===== config.mk =====
export PLATFORM = sky130hd
export DESIGN_NAME = soc_subsystem
export DESIGN_NICKNAME = d
export VERILOG_FILES = /design/src/logic/soc_pkg.sv /design/src/logic/addr_decoder.sv /design/src/logic/boot_rom.sv /design/src/logic/bus_cut.sv /design/src/logic/clint_regs.sv /design/src/logic/clint_timer.sv /design/src/logic/debug_req_gate.sv /design/src/logic/soc_subsystem.sv
export SDC_FILE = /design/constraint.sdc
export NUM_CORES = 1
export LEC_CHECK = 0
export BUFFER_PORTS_ARGS = -buffer_cell sky130_fd_sc_hd__buf_2
export CAP_MARGIN = 40
export CORE_MARGIN = 4
export CORE_UTILIZATION = 55
export CTS_CLUSTER_DIAMETER = 100
export DETAILED_ROUTE_END_ITERATION = 8
export PLACE_DENSITY_LB_ADDON = 0.08
export SLEW_MARGIN = 10
export SYNTH_ARGS = -nofsm -noshare
export SYNTH_HDL_FRONTEND = slang
export SYNTH_HIERARCHICAL = 1
export SYNTH_SLANG_ARGS = --single-unit
export TNS_END_PERCENT = 100

===== constraint.sdc =====
create_clock -name clk_i -period 9.4 [get_ports clk_i]
set_input_delay 1.41 -clock clk_i [delete_from_list [all_inputs] [get_ports clk_i]]
set_output_delay 1.41 -clock clk_i [all_outputs]
set_load 0.02 [all_outputs]

===== src/logic/soc_pkg.sv =====
`default_nettype none

package soc_pkg;

  // --------------------------------------------------------------------------
  // Bus widths and payloads
  // --------------------------------------------------------------------------
  localparam int unsigned AddrWidth = 32;
  localparam int unsigned DataWidth = 32;

  typedef logic [AddrWidth-1:0] addr_t;
  typedef logic [DataWidth-1:0] data_t;

  typedef struct packed {
    addr_t addr;
    logic  we;
    data_t wdata;
  } bus_req_t;

  typedef struct packed {
    data_t rdata;
    logic  err;
  } bus_rsp_t;

  // --------------------------------------------------------------------------
  // Address map
  // --------------------------------------------------------------------------
  localparam addr_t RomBase     = 32'h0000_1000;
  localparam addr_t RomLength   = 32'h0000_1000;
  localparam addr_t ClintBase   = 32'h0200_0000;
  localparam addr_t ClintLength = 32'h0001_0000;
  localparam addr_t L2Base      = 32'h1C00_0000;
  localparam addr_t L2Length    = 32'h0010_0000;

  typedef enum logic [1:0] {
    TgtRom,
    TgtClint,
    TgtL2,
    TgtNone
  } target_e;

  // Start is inclusive, end is exclusive
  typedef struct packed {
    target_e idx;
    addr_t   start_addr;
    addr_t   end_addr;
  } addr_rule_t;

  localparam addr_rule_t AddrMap [3] = '{
    '{idx: TgtRom,   start_addr: RomBase,   end_addr: RomBase + RomLength},
    '{idx: TgtClint, start_addr: ClintBase, end_addr: ClintBase + ClintLength},
    '{idx: TgtL2,    start_addr: L2Base,    end_addr: L2Base + L2Length}
  };

  // CLINT register offsets
  localparam addr_t ClintMtimecmpOffset = 32'h0000_0000;
  localparam addr_t ClintMtimeOffset    = 32'h0000_0008;
  localparam addr_t ClintMsipOffset     = 32'h0000_0010;

  // Boot image
  localparam int unsigned RomWords = 16;

  function automatic data_t rom_word(input int unsigned idx);
    return data_t'(32'hB007_0000 + idx * 32'h0000_0101);
  endfunction

endpackage

`default_nettype wire


===== src/logic/addr_decoder.sv =====
`default_nettype none

module addr_decoder (
  input  wire logic              clk_i,
  input  wire logic              ndmreset_n,
  // Upstream request and response
  input  wire soc_pkg::bus_req_t req_i,
  input  wire logic              req_valid_i,
  output logic                   req_ready_o,
  output soc_pkg::bus_rsp_t      rsp_o,
  output logic                   rsp_valid_o,
  input  wire logic              rsp_ready_i,
  // Boot ROM
  output logic                   rom_req_o,
  output soc_pkg::addr_t         rom_addr_o,
  input  wire soc_pkg::data_t    rom_rdata_i,
  // CLINT registers
  output logic                   reg_req_o,
  output soc_pkg::bus_req_t      reg_req_payload_o,
  input  wire soc_pkg::data_t    reg_rdata_i,
  // External L2 port
  output soc_pkg::bus_req_t      mem_req_o,
  output logic                   mem_req_valid_o,
  input  wire logic              mem_req_ready_i,
  input  wire soc_pkg::bus_rsp_t mem_rsp_i,
  input  wire logic              mem_rsp_valid_i,
  output logic                   mem_rsp_ready_o
);

  typedef enum logic [2:0] {
    StIdle,
    StRom,
    StReg,
    StErr,
    StMemReq,
    StMemRsp
  } state_e;

  state_e            state_d, state_q;
  soc_pkg::target_e  tgt;
  soc_pkg::addr_t    base;
  soc_pkg::bus_req_t req_off;
  soc_pkg::bus_req_t mem_q;
  logic              accept;

  // --------------------------------------------------------------------------
  // Address match
  // --------------------------------------------------------------------------
  always_comb begin
    tgt  = soc_pkg::TgtNone;
    base = '0;
    for (int unsigned i = 0; i < $size(soc_pkg::AddrMap); i++) begin
      if (req_i.addr >= soc_pkg::AddrMap[i].start_addr &&
          req_i.addr <  soc_pkg::AddrMap[i].end_addr) begin
        tgt  = soc_pkg::AddrMap[i].idx;
        base = soc_pkg::AddrMap[i].start_addr;
      end
    end
  end

  // Target-relative request
  assign req_off = '{addr: req_i.addr - base, we: req_i.we, wdata: req_i.wdata};

  // One transaction at a time, and only with room for its reply
  assign req_ready_o = (state_q == StIdle) & rsp_ready_i;
  assign accept      = req_valid_i & req_ready_o;

  assign rom_req_o         = accept & (tgt == soc_pkg::TgtRom) & ~req_i.we;
  assign rom_addr_o        = req_off.addr;
  assign reg_req_o         = accept & (tgt == soc_pkg::TgtClint);
  assign reg_req_payload_o = req_off;

  assign mem_req_o       = mem_q;
  assign mem_req_valid_o = (state_q == StMemReq);
  assign mem_rsp_ready_o = (state_q == StMemRsp) & rsp_ready_i;

  // --------------------------------------------------------------------------
  // Response mux
  // --------------------------------------------------------------------------
  always_comb begin
    rsp_valid_o = 1'b0;
    rsp_o       = '{rdata: '0, err: 1'b1};
    unique case (state_q)
      StRom: begin
        rsp_valid_o = 1'b1;
        rsp_o       = '{rdata: rom_rdata_i, err: 1'b0};
      end
      StReg: begin
        rsp_valid_o = 1'b1;
        rsp_o       = '{rdata: reg_rdata_i, err: 1'b0};
      end
      StErr: rsp_valid_o = 1'b1;
      StMemRsp: begin
        rsp_valid_o = mem_rsp_valid_i;
        rsp_o       = mem_rsp_i;
      end
      default: ;
    endcase
  end

  always_comb begin
    state_d = state_q;
    unique case (state_q)
      StIdle: begin
        if (accept) begin
          unique case (tgt)
            soc_pkg::TgtRom:   state_d = req_i.we ? StErr : StRom;
            soc_pkg::TgtClint: state_d = StReg;
            soc_pkg::TgtL2:    state_d = StMemReq;
            default:           state_d = StErr;
          endcase
        end
      end
      StRom, StReg, StErr: begin
        if (rsp_ready_i) begin
          state_d = StIdle;
        end
      end
      StMemReq: begin
        if (mem_req_ready_i) begin
          state_d = StMemRsp;
        end
      end
      StMemRsp: begin
        if (mem_rsp_valid_i && rsp_ready_i) begin
          state_d = StIdle;
        end
      end
      default: state_d = StIdle;
    endcase
  end

  always_ff @(posedge clk_i or negedge ndmreset_n) begin
    if (!ndmreset_n) begin
      state_q <= StIdle;
    end else begin
      state_q <= state_d;
    end
  end

  // L2 request held until the memory takes it
  always_ff @(posedge clk_i) begin
    if (accept && tgt == soc_pkg::TgtL2) begin
      mem_q <= req_off;
    end
  end

endmodule

`default_nettype wire


===== src/logic/boot_rom.sv =====
`default_nettype none

module boot_rom (
  input  wire logic           clk_i,
  input  wire logic           ndmreset_n,
  input  wire logic           req_i,
  input  wire soc_pkg::addr_t addr_i,
  output soc_pkg::data_t      rdata_o
);

  int unsigned word_idx;

  // Word index, wrapping over the image
  assign word_idx = int'(addr_i[5:2]) % soc_pkg::RomWords;

  always_ff @(posedge clk_i or negedge ndmreset_n) begin
    if (!ndmreset_n) begin
      rdata_o <= '0;
    end else if (req_i) begin
      rdata_o <= soc_pkg::rom_word(word_idx);
    end
  end

endmodule

`default_nettype wire


===== src/logic/bus_cut.sv =====
`default_nettype none

// One-entry register slice on a valid/ready channel
module bus_cut #(
  parameter type payload_t = logic
) (
  input  wire logic     clk_i,
  input  wire logic     ndmreset_n,
  input  wire payload_t in_i,
  input  wire logic     in_valid_i,
  output logic          in_ready_o,
  output payload_t      out_o,
  output logic          out_valid_o,
  input  wire logic     out_ready_i
);

  logic     valid_q;
  payload_t data_q;

  // Space when empty, or when the held item leaves this cycle
  assign in_ready_o  = ~valid_q | out_ready_i;
  assign out_valid_o = valid_q;
  assign out_o       = data_q;

  always_ff @(posedge clk_i or negedge ndmreset_n) begin
    if (!ndmreset_n) begin
      valid_q <= 1'b0;
    end else if (in_ready_o) begin
      valid_q <= in_valid_i;
    end
  end

  always_ff @(posedge clk_i) begin
    if (in_valid_i && in_ready_o) begin
      data_q <= in_i;
    end
  end

endmodule

`default_nettype wire


===== src/logic/clint_regs.sv =====
`default_nettype none

module clint_regs (
  input  wire logic              clk_i,
  input  wire logic              ndmreset_n,
  input  wire logic              req_i,
  input  wire soc_pkg::bus_req_t req_payload_i,
  output soc_pkg::data_t         rdata_o,
  input  wire soc_pkg::data_t    mtime_i,
  output soc_pkg::data_t         mtimecmp_o,
  output logic                   ipi_o
);

  soc_pkg::data_t mtimecmp_q;
  soc_pkg::data_t rdata_d;
  logic           msip_q;
  logic           wr;

  assign wr         = req_i & req_payload_i.we;
  assign mtimecmp_o = mtimecmp_q;
  assign ipi_o      = msip_q;

  // Read mux, unknown offsets give zero
  always_comb begin
    unique case (req_payload_i.addr)
      soc_pkg::ClintMtimecmpOffset: rdata_d = mtimecmp_q;
      soc_pkg::ClintMtimeOffset:    rdata_d = mtime_i;
      soc_pkg::ClintMsipOffset:     rdata_d = soc_pkg::data_t'(msip_q);
      default:                      rdata_d = '0;
    endcase
  end

  always_ff @(posedge clk_i or negedge ndmreset_n) begin
    if (!ndmreset_n) begin
      // Compare starts at the maximum so no timer interrupt out of reset
      mtimecmp_q <= '1;
      msip_q     <= 1'b0;
      rdata_o    <= '0;
    end else begin
      if (wr && req_payload_i.addr == soc_pkg::ClintMtimecmpOffset) begin
        mtimecmp_q <= req_payload_i.wdata;
      end
      if (wr && req_payload_i.addr == soc_pkg::ClintMsipOffset) begin
        msip_q <= req_payload_i.wdata[0];
      end
      if (req_i) begin
        rdata_o <= rdata_d;
      end
    end
  end

endmodule

`default_nettype wire


===== src/logic/clint_timer.sv =====
`default_nettype none

module clint_timer (
  input  wire logic           clk_i,
  input  wire logic           ndmreset_n,
  input  wire logic           tick_i,
  input  wire soc_pkg::data_t mtimecmp_i,
  output soc_pkg::data_t      mtime_o,
  output logic                timer_irq_o
);

  logic           tick_q;
  logic           half_q;
  logic           tick_rise;
  soc_pkg::data_t mtime_q;

  // tick_i is already synchronous to clk_i
  assign tick_rise = tick_i & ~tick_q;
  assign mtime_o   = mtime_q;

  always_ff @(posedge clk_i or negedge ndmreset_n) begin
    if (!ndmreset_n) begin
      tick_q      <= 1'b0;
      half_q      <= 1'b0;
      mtime_q     <= '0;
      timer_irq_o <= 1'b0;
    end else begin
      tick_q <= tick_i;
      // Divide by two: count on every second rising tick
      if (tick_rise) begin
        half_q <= ~half_q;
        if (half_q) begin
          mtime_q <= mtime_q + 1'b1;
        end
      end
      timer_irq_o <= (mtime_q >= mtimecmp_i);
    end
  end

endmodule

`default_nettype wire


===== src/logic/debug_req_gate.sv =====
`default_nettype none

// Holds off debug requests while the hart runs its boot code after reset
module debug_req_gate #(
  parameter int unsigned DebugDelayCycles = 500
) (
  input  wire logic clk_i,
  input  wire logic ndmreset_n,
  input  wire logic debug_req_i,
  output logic      debug_req_o
);

  localparam int unsigned CntWidth = $clog2(DebugDelayCycles + 2);

  logic [CntWidth-1:0] cnt_q;
  logic                window;

  assign window = (cnt_q != '0);

  always_ff @(posedge clk_i or negedge ndmreset_n) begin
    if (!ndmreset_n) begin
      cnt_q       <= CntWidth'(DebugDelayCycles);
      debug_req_o <= 1'b0;
    end else begin
      if (window) begin
        cnt_q <= cnt_q - 1'b1;
      end
      debug_req_o <= debug_req_i & ~window;
    end
  end

endmodule

`default_nettype wire


===== src/logic/soc_subsystem.sv =====
`default_nettype none

module soc_subsystem #(
  parameter int unsigned DebugDelayCycles = 500
) (
  input  wire logic              clk_i,
  input  wire logic              ndmreset_n,
  // Requester port
  input  wire soc_pkg::bus_req_t req_i,
  input  wire logic              req_valid_i,
  output logic                   req_ready_o,
  output soc_pkg::bus_rsp_t      rsp_o,
  output logic                   rsp_valid_o,
  input  wire logic              rsp_ready_i,
  // External L2 memory
  output soc_pkg::bus_req_t      mem_req_o,
  output logic                   mem_req_valid_o,
  input  wire logic              mem_req_ready_i,
  input  wire soc_pkg::bus_rsp_t mem_rsp_i,
  input  wire logic              mem_rsp_valid_i,
  output logic                   mem_rsp_ready_o,
  // Timer, interrupts and debug
  input  wire logic              tick_i,
  output logic                   timer_irq_o,
  output logic                   ipi_o,
  input  wire logic              debug_req_i,
  output logic                   debug_req_o
);

  soc_pkg::bus_req_t cut_req;
  logic              cut_req_valid;
  logic              cut_req_ready;
  soc_pkg::bus_rsp_t dec_rsp;
  logic              dec_rsp_valid;
  logic              dec_rsp_ready;

  logic              rom_req;
  soc_pkg::addr_t    rom_addr;
  soc_pkg::data_t    rom_rdata;
  logic              reg_req;
  soc_pkg::bus_req_t reg_req_payload;
  soc_pkg::data_t    reg_rdata;
  soc_pkg::data_t    mtime;
  soc_pkg::data_t    mtimecmp;

  // --------------------------------------------------------------------------
  // Bus path
  // --------------------------------------------------------------------------
  bus_cut #(.payload_t(soc_pkg::bus_req_t)) i_req_cut (
    .clk_i, .ndmreset_n,
    .in_i(req_i), .in_valid_i(req_valid_i), .in_ready_o(req_ready_o),
    .out_o(cut_req), .out_valid_o(cut_req_valid), .out_ready_i(cut_req_ready)
  );

  addr_decoder i_decoder (
    .clk_i, .ndmreset_n,
    .req_i(cut_req), .req_valid_i(cut_req_valid), .req_ready_o(cut_req_ready),
    .rsp_o(dec_rsp), .rsp_valid_o(dec_rsp_valid), .rsp_ready_i(dec_rsp_ready),
    .rom_req_o(rom_req), .rom_addr_o(rom_addr), .rom_rdata_i(rom_rdata),
    .reg_req_o(reg_req), .reg_req_payload_o(reg_req_payload), .reg_rdata_i(reg_rdata),
    .mem_req_o, .mem_req_valid_o, .mem_req_ready_i,
    .mem_rsp_i, .mem_rsp_valid_i, .mem_rsp_ready_o
  );

  bus_cut #(.payload_t(soc_pkg::bus_rsp_t)) i_rsp_cut (
    .clk_i, .ndmreset_n,
    .in_i(dec_rsp), .in_valid_i(dec_rsp_valid), .in_ready_o(dec_rsp_ready),
    .out_o(rsp_o), .out_valid_o(rsp_valid_o), .out_ready_i(rsp_ready_i)
  );

  // --------------------------------------------------------------------------
  // Targets
  // --------------------------------------------------------------------------
  boot_rom i_boot_rom (
    .clk_i, .ndmreset_n,
    .req_i(rom_req), .addr_i(rom_addr), .rdata_o(rom_rdata)
  );

  clint_regs i_clint_regs (
    .clk_i, .ndmreset_n,
    .req_i(reg_req), .req_payload_i(reg_req_payload), .rdata_o(reg_rdata),
    .mtime_i(mtime), .mtimecmp_o(mtimecmp), .ipi_o
  );

  clint_timer i_clint_timer (
    .clk_i, .ndmreset_n,
    .tick_i, .mtimecmp_i(mtimecmp), .mtime_o(mtime), .timer_irq_o
  );

  debug_req_gate #(.DebugDelayCycles(DebugDelayCycles)) i_debug_gate (
    .clk_i, .ndmreset_n,
    .debug_req_i, .debug_req_o
  );

endmodule

`default_nettype wire


==> run summary <==
CRITICAL PATH
----------------------------------------------------------------------------------
Startpoint type of the worst setup path .............................     register
Slowest stage delay, CP .............................................       840 ps
Worst setup path class .............................................. register to register
Cells traversed along the worst timing path ......................... nor3_1 -> nand2_1 -> nor3_1 -> ha_1 -> or4b_4 -> or2_4 -> nor4_2 -> xor2_1 -> nor4_4 -> nand4_4 -> or4_4 -> o2bb2ai_2
Most common cell type on the critical path .......................... sky130_fd_sc_hd__nor3_1
Beginning of the critical path ...................................... i_req_cut/out_o[51]
Critical path buffers and inverters .................................            0
Max Fanout on Critical Path .........................................           31
Data arrival time of the critical path ..............................      5040 ps
Gate family responsible for the most delay along the worst path ..... simple AND/OR/NAND/NOR gates
Category of the worst setup path capture point ......................     register
Worst R2R Start ..................................................... i_req_cut/out_o[51]
Cell at the slowest stage of the critical path ...................... sky130_fd_sc_hd__or4_4
Worst Path Required .................................................      9860 ps

PWR
----------------------------------------------------------------------------------
Power per standard cell area ........................................  222 mW/mm^2
Overall power after layout ..........................................      3.36 mW
IR Drop Worst-Case VDD ..............................................     0.165 mV
Leak Pwr ............................................................      6.13 nW

ROUTE
----------------------------------------------------------------------------------
Remaining number of nets flagged by the antenna check after routing .            0
Final Routed Wirelength .............................................    28,000 um
Length of the first detailed-routing pass in iterations .............            5
Drc violations ......................................................            0
Number of vias per cell .............................................         5.36
Vias ................................................................        7,917
Drt first-iter violations ...........................................          586
Final routed wire length divided by cell count ......................      19.0 um

FLOORPLAN
----------------------------------------------------------------------------------
Area of the placeable core .......................................... 0.0235 sq mm
I/O pin total .......................................................          211
Die Wd ..............................................................       163 um
Die ar. ............................................................. 0.0265 sq mm
Site row count ......................................................           56
Initial standard-cell utilization of the core .......................        55.9%
Vert. Die Dim .......................................................       163 um

HOLD PATH
----------------------------------------------------------------------------------
Worst min-delay path class .......................................... register to register
Startpoint of the most critical hold path ........................... i_req_cut/out_o[42]

CLOCK TREE
----------------------------------------------------------------------------------
Clk Latency, worst-skew pair ........................................       540 ps
Clock Root Buffer ................................................... sky130_fd_sc_hd__clkbuf_16
Clock tree from TritonCTS ...........................................          yes
Clock slew at reported path FFs .....................................        60 ps
Number of buffers created by CTS ....................................           29
CTS H-tree depth ....................................................            1
Number of clock sinks seen by CTS ...................................          283
Setup bufs post-CTS .................................................            0
Clock Tree Buf Depth ................................................            3
Hold-fix buffer count after cts .....................................            0
Number of cells upsized or downsized after cts ......................            0

TIMING
----------------------------------------------------------------------------------
Total of endpoints with negative setup slack in the final report ....            0
Final hold violation count ..........................................            0
Final setup skew ....................................................      10.1 ps
Post-layout minimum cycle time ......................................      4580 ps
Period Utilization, post-route ......................................        48.8%
Count of final max-slew check failures ..............................            0
Slew of the pin with the lowest slew margin .........................       685 ps
Max Fclk ............................................................      218 MHz
Worst slew slack as a fraction of its limit .........................        54.4%
RSZ-0062 raised after global routing ................................           no
Final setup TNS .....................................................         0 ps

FINISH
----------------------------------------------------------------------------------
Filler Cells Inserted ...............................................        1,856
Net total in the final layout .......................................        1,280
Share of cells above drive strength 1 ...............................        35.5%
Area grow syn2layout ................................................        14.8%

GLOBAL ROUTING
----------------------------------------------------------------------------------
Global-route wire length before repair ..............................    44,700 um
Overall fraction of global-route tracks in use ......................        21.2%
Largest net degree at the start of global routing ...................           59
Vias in the first global route ......................................        8,094
Residual overflow from global routing ...............................            0
Number of antenna violations at the first check in global routing ...            1

JOB
----------------------------------------------------------------------------------
Max-capacitance violation count .....................................            0

PLACED DESIGN
----------------------------------------------------------------------------------
Buffers added on ports ..............................................          210
HPWL after detailed placement .......................................    19,900 um
Final estimated routing congestion in global placement ..............        0.845

YOSYS
----------------------------------------------------------------------------------
Synth Cell Area ..................................................... 0.0132 sq mm
Syn. warnings .......................................................            6
Cells after Synth ...................................................          971
Syn_area_per_cell ...................................................   13.6 sq um

RUN STATUS
----------------------------------------------------------------------------------
Outcome ............................................................. complete, no violations

==> worst paths after layout <==
| check | to | slack [ps] | cells after the start |
|---|---|---|---|
| worst max-delay path | i_clint_regs/rdata_o[26] | 4820 | 12 |
| worst min-delay path | i_decoder/mem_req_o[42] | 450 | 0 |
| worst max register to register | i_clint_regs/rdata_o[26] | 4820 | 12 |
| worst min register to register | i_decoder/mem_req_o[42] | 450 | 0 |
| max in group asynchronous | i_clint_regs/rdata_o[5] | 7410 | 3 |
| min in group asynchronous | i_rsp_cut/out_valid_o | 710 | 1 |
==> cell usage in the layout, fill, tap and decap left out, types with 4 or more instances in the layout <==
| master | n |
|---|---|
| sky130_fd_sc_hd__buf_2 | 209 |
| sky130_fd_sc_hd__edfxtp_1 | 163 |
| sky130_fd_sc_hd__dfrtp_1 | 82 |
| sky130_fd_sc_hd__nand2_1 | 66 |
| sky130_fd_sc_hd__o21ai_0 | 46 |
| sky130_fd_sc_hd__inv_1 | 45 |
| sky130_fd_sc_hd__ha_1 | 40 |
| sky130_fd_sc_hd__dfstp_2 | 38 |
| sky130_fd_sc_hd__mux2_2 | 37 |
| sky130_fd_sc_hd__mux2i_1 | 33 |
| sky130_fd_sc_hd__xnor2_1 | 33 |
| sky130_fd_sc_hd__a22oi_1 | 33 |
| sky130_fd_sc_hd__o2bb2ai_2 | 30 |
| sky130_fd_sc_hd__clkbuf_16 | 29 |
| sky130_fd_sc_hd__nor2_1 | 28 |
| sky130_fd_sc_hd__nand3_1 | 20 |
| sky130_fd_sc_hd__conb_1 | 18 |
| sky130_fd_sc_hd__nand4_1 | 17 |
| sky130_fd_sc_hd__a21oi_1 | 16 |
| sky130_fd_sc_hd__xor2_1 | 13 |
| sky130_fd_sc_hd__nor3_1 | 11 |
| sky130_fd_sc_hd__clkbuf_8 | 10 |
| sky130_fd_sc_hd__buf_4 | 10 |
| sky130_fd_sc_hd__nor4_1 | 8 |
| sky130_fd_sc_hd__nand2b_1 | 8 |
| sky130_fd_sc_hd__nor4_4 | 6 |
| sky130_fd_sc_hd__and4_1 | 6 |
| sky130_fd_sc_hd__and3_1 | 6 |
| sky130_fd_sc_hd__clkbuf_1 | 4 |
| sky130_fd_sc_hd__nor4b_1 | 4 |
| sky130_fd_sc_hd__a21o_1 | 4 |
| sky130_fd_sc_hd__buf_16 | 4 |
| sky130_fd_sc_hd__nor3_2 | 4 |
==> where the power goes <==
part / internal [mW] / switching, mW
clock network: 0.723 / 0.454
registers: 1.52 / 0.0939
logic: 0.187 / 0.378
==> sequential cells by signal, indices dropped and copies added, names as in the netlist, 3 cells and up <==
signal	count
i_boot_rom/rdata_o	5
i_clint_regs/mtimecmp_o	32
i_clint_regs/rdata_o	32
i_clint_timer/mtime_o	32
i_debug_gate/cnt_q	9
i_decoder/mem_req_o	65
i_decoder/state_q	3
i_req_cut/out_o	65
i_rsp_cut/out_o	33
==> final cells by class <==
| cell class | instances | area, sq um | share of cell area, % |
|---|---|---|---|
| Inverter | 46 | 173 | 1.14 |
| Tap cell | 319 | 399 | 2.64 |
| Timing Repair Buffer | 223 | 1230 | 8.15 |
| Clock inverter | 10 | 124 | 0.820 |
| Clock buffer | 43 | 878 | 5.81 |
| Multi-Input combinational cell | 551 | 4360 | 28.8 |
| Antenna cell | 1 | 2.50 | 0.0166 |
| Sequential cell | 283 | 7950 | 52.6 |
==> per-stage QoR <==
step / worst slack, ps / cell area [sq um] / utilization [%] / instances / hold WS [ps]
floorplan: 2770 / 13200 / - / 988 / 428
global placement: 5000 / 14000 / 59.4 / 1418 / 429
global route: 4530 / 15100 / 64.2 / 1476 / 454
detailed placement: 4900 / 14100 / 59.9 / 1422 / 438
finish: 4820 / 15100 / 64.2 / 1476 / 447
CTS: 4890 / 15100 / 64.2 / 1475 / 449
==> layer usage <==
| layer | track usage [%] | vias to the layer above | share of wire, % |
|---|---|---|---|
| met3 | 4.58 | 40 | 6.6 |
| met2 | 35.6 | 222 | 48 |
| met1 | 28.5 | 3830 | 43 |
| li1 | - | 3825 | - |
| met4 | 5.45 | 0 | 2.1 |
| met5 | 0 | - | 0 |
(Power assumes the default switching activity.)
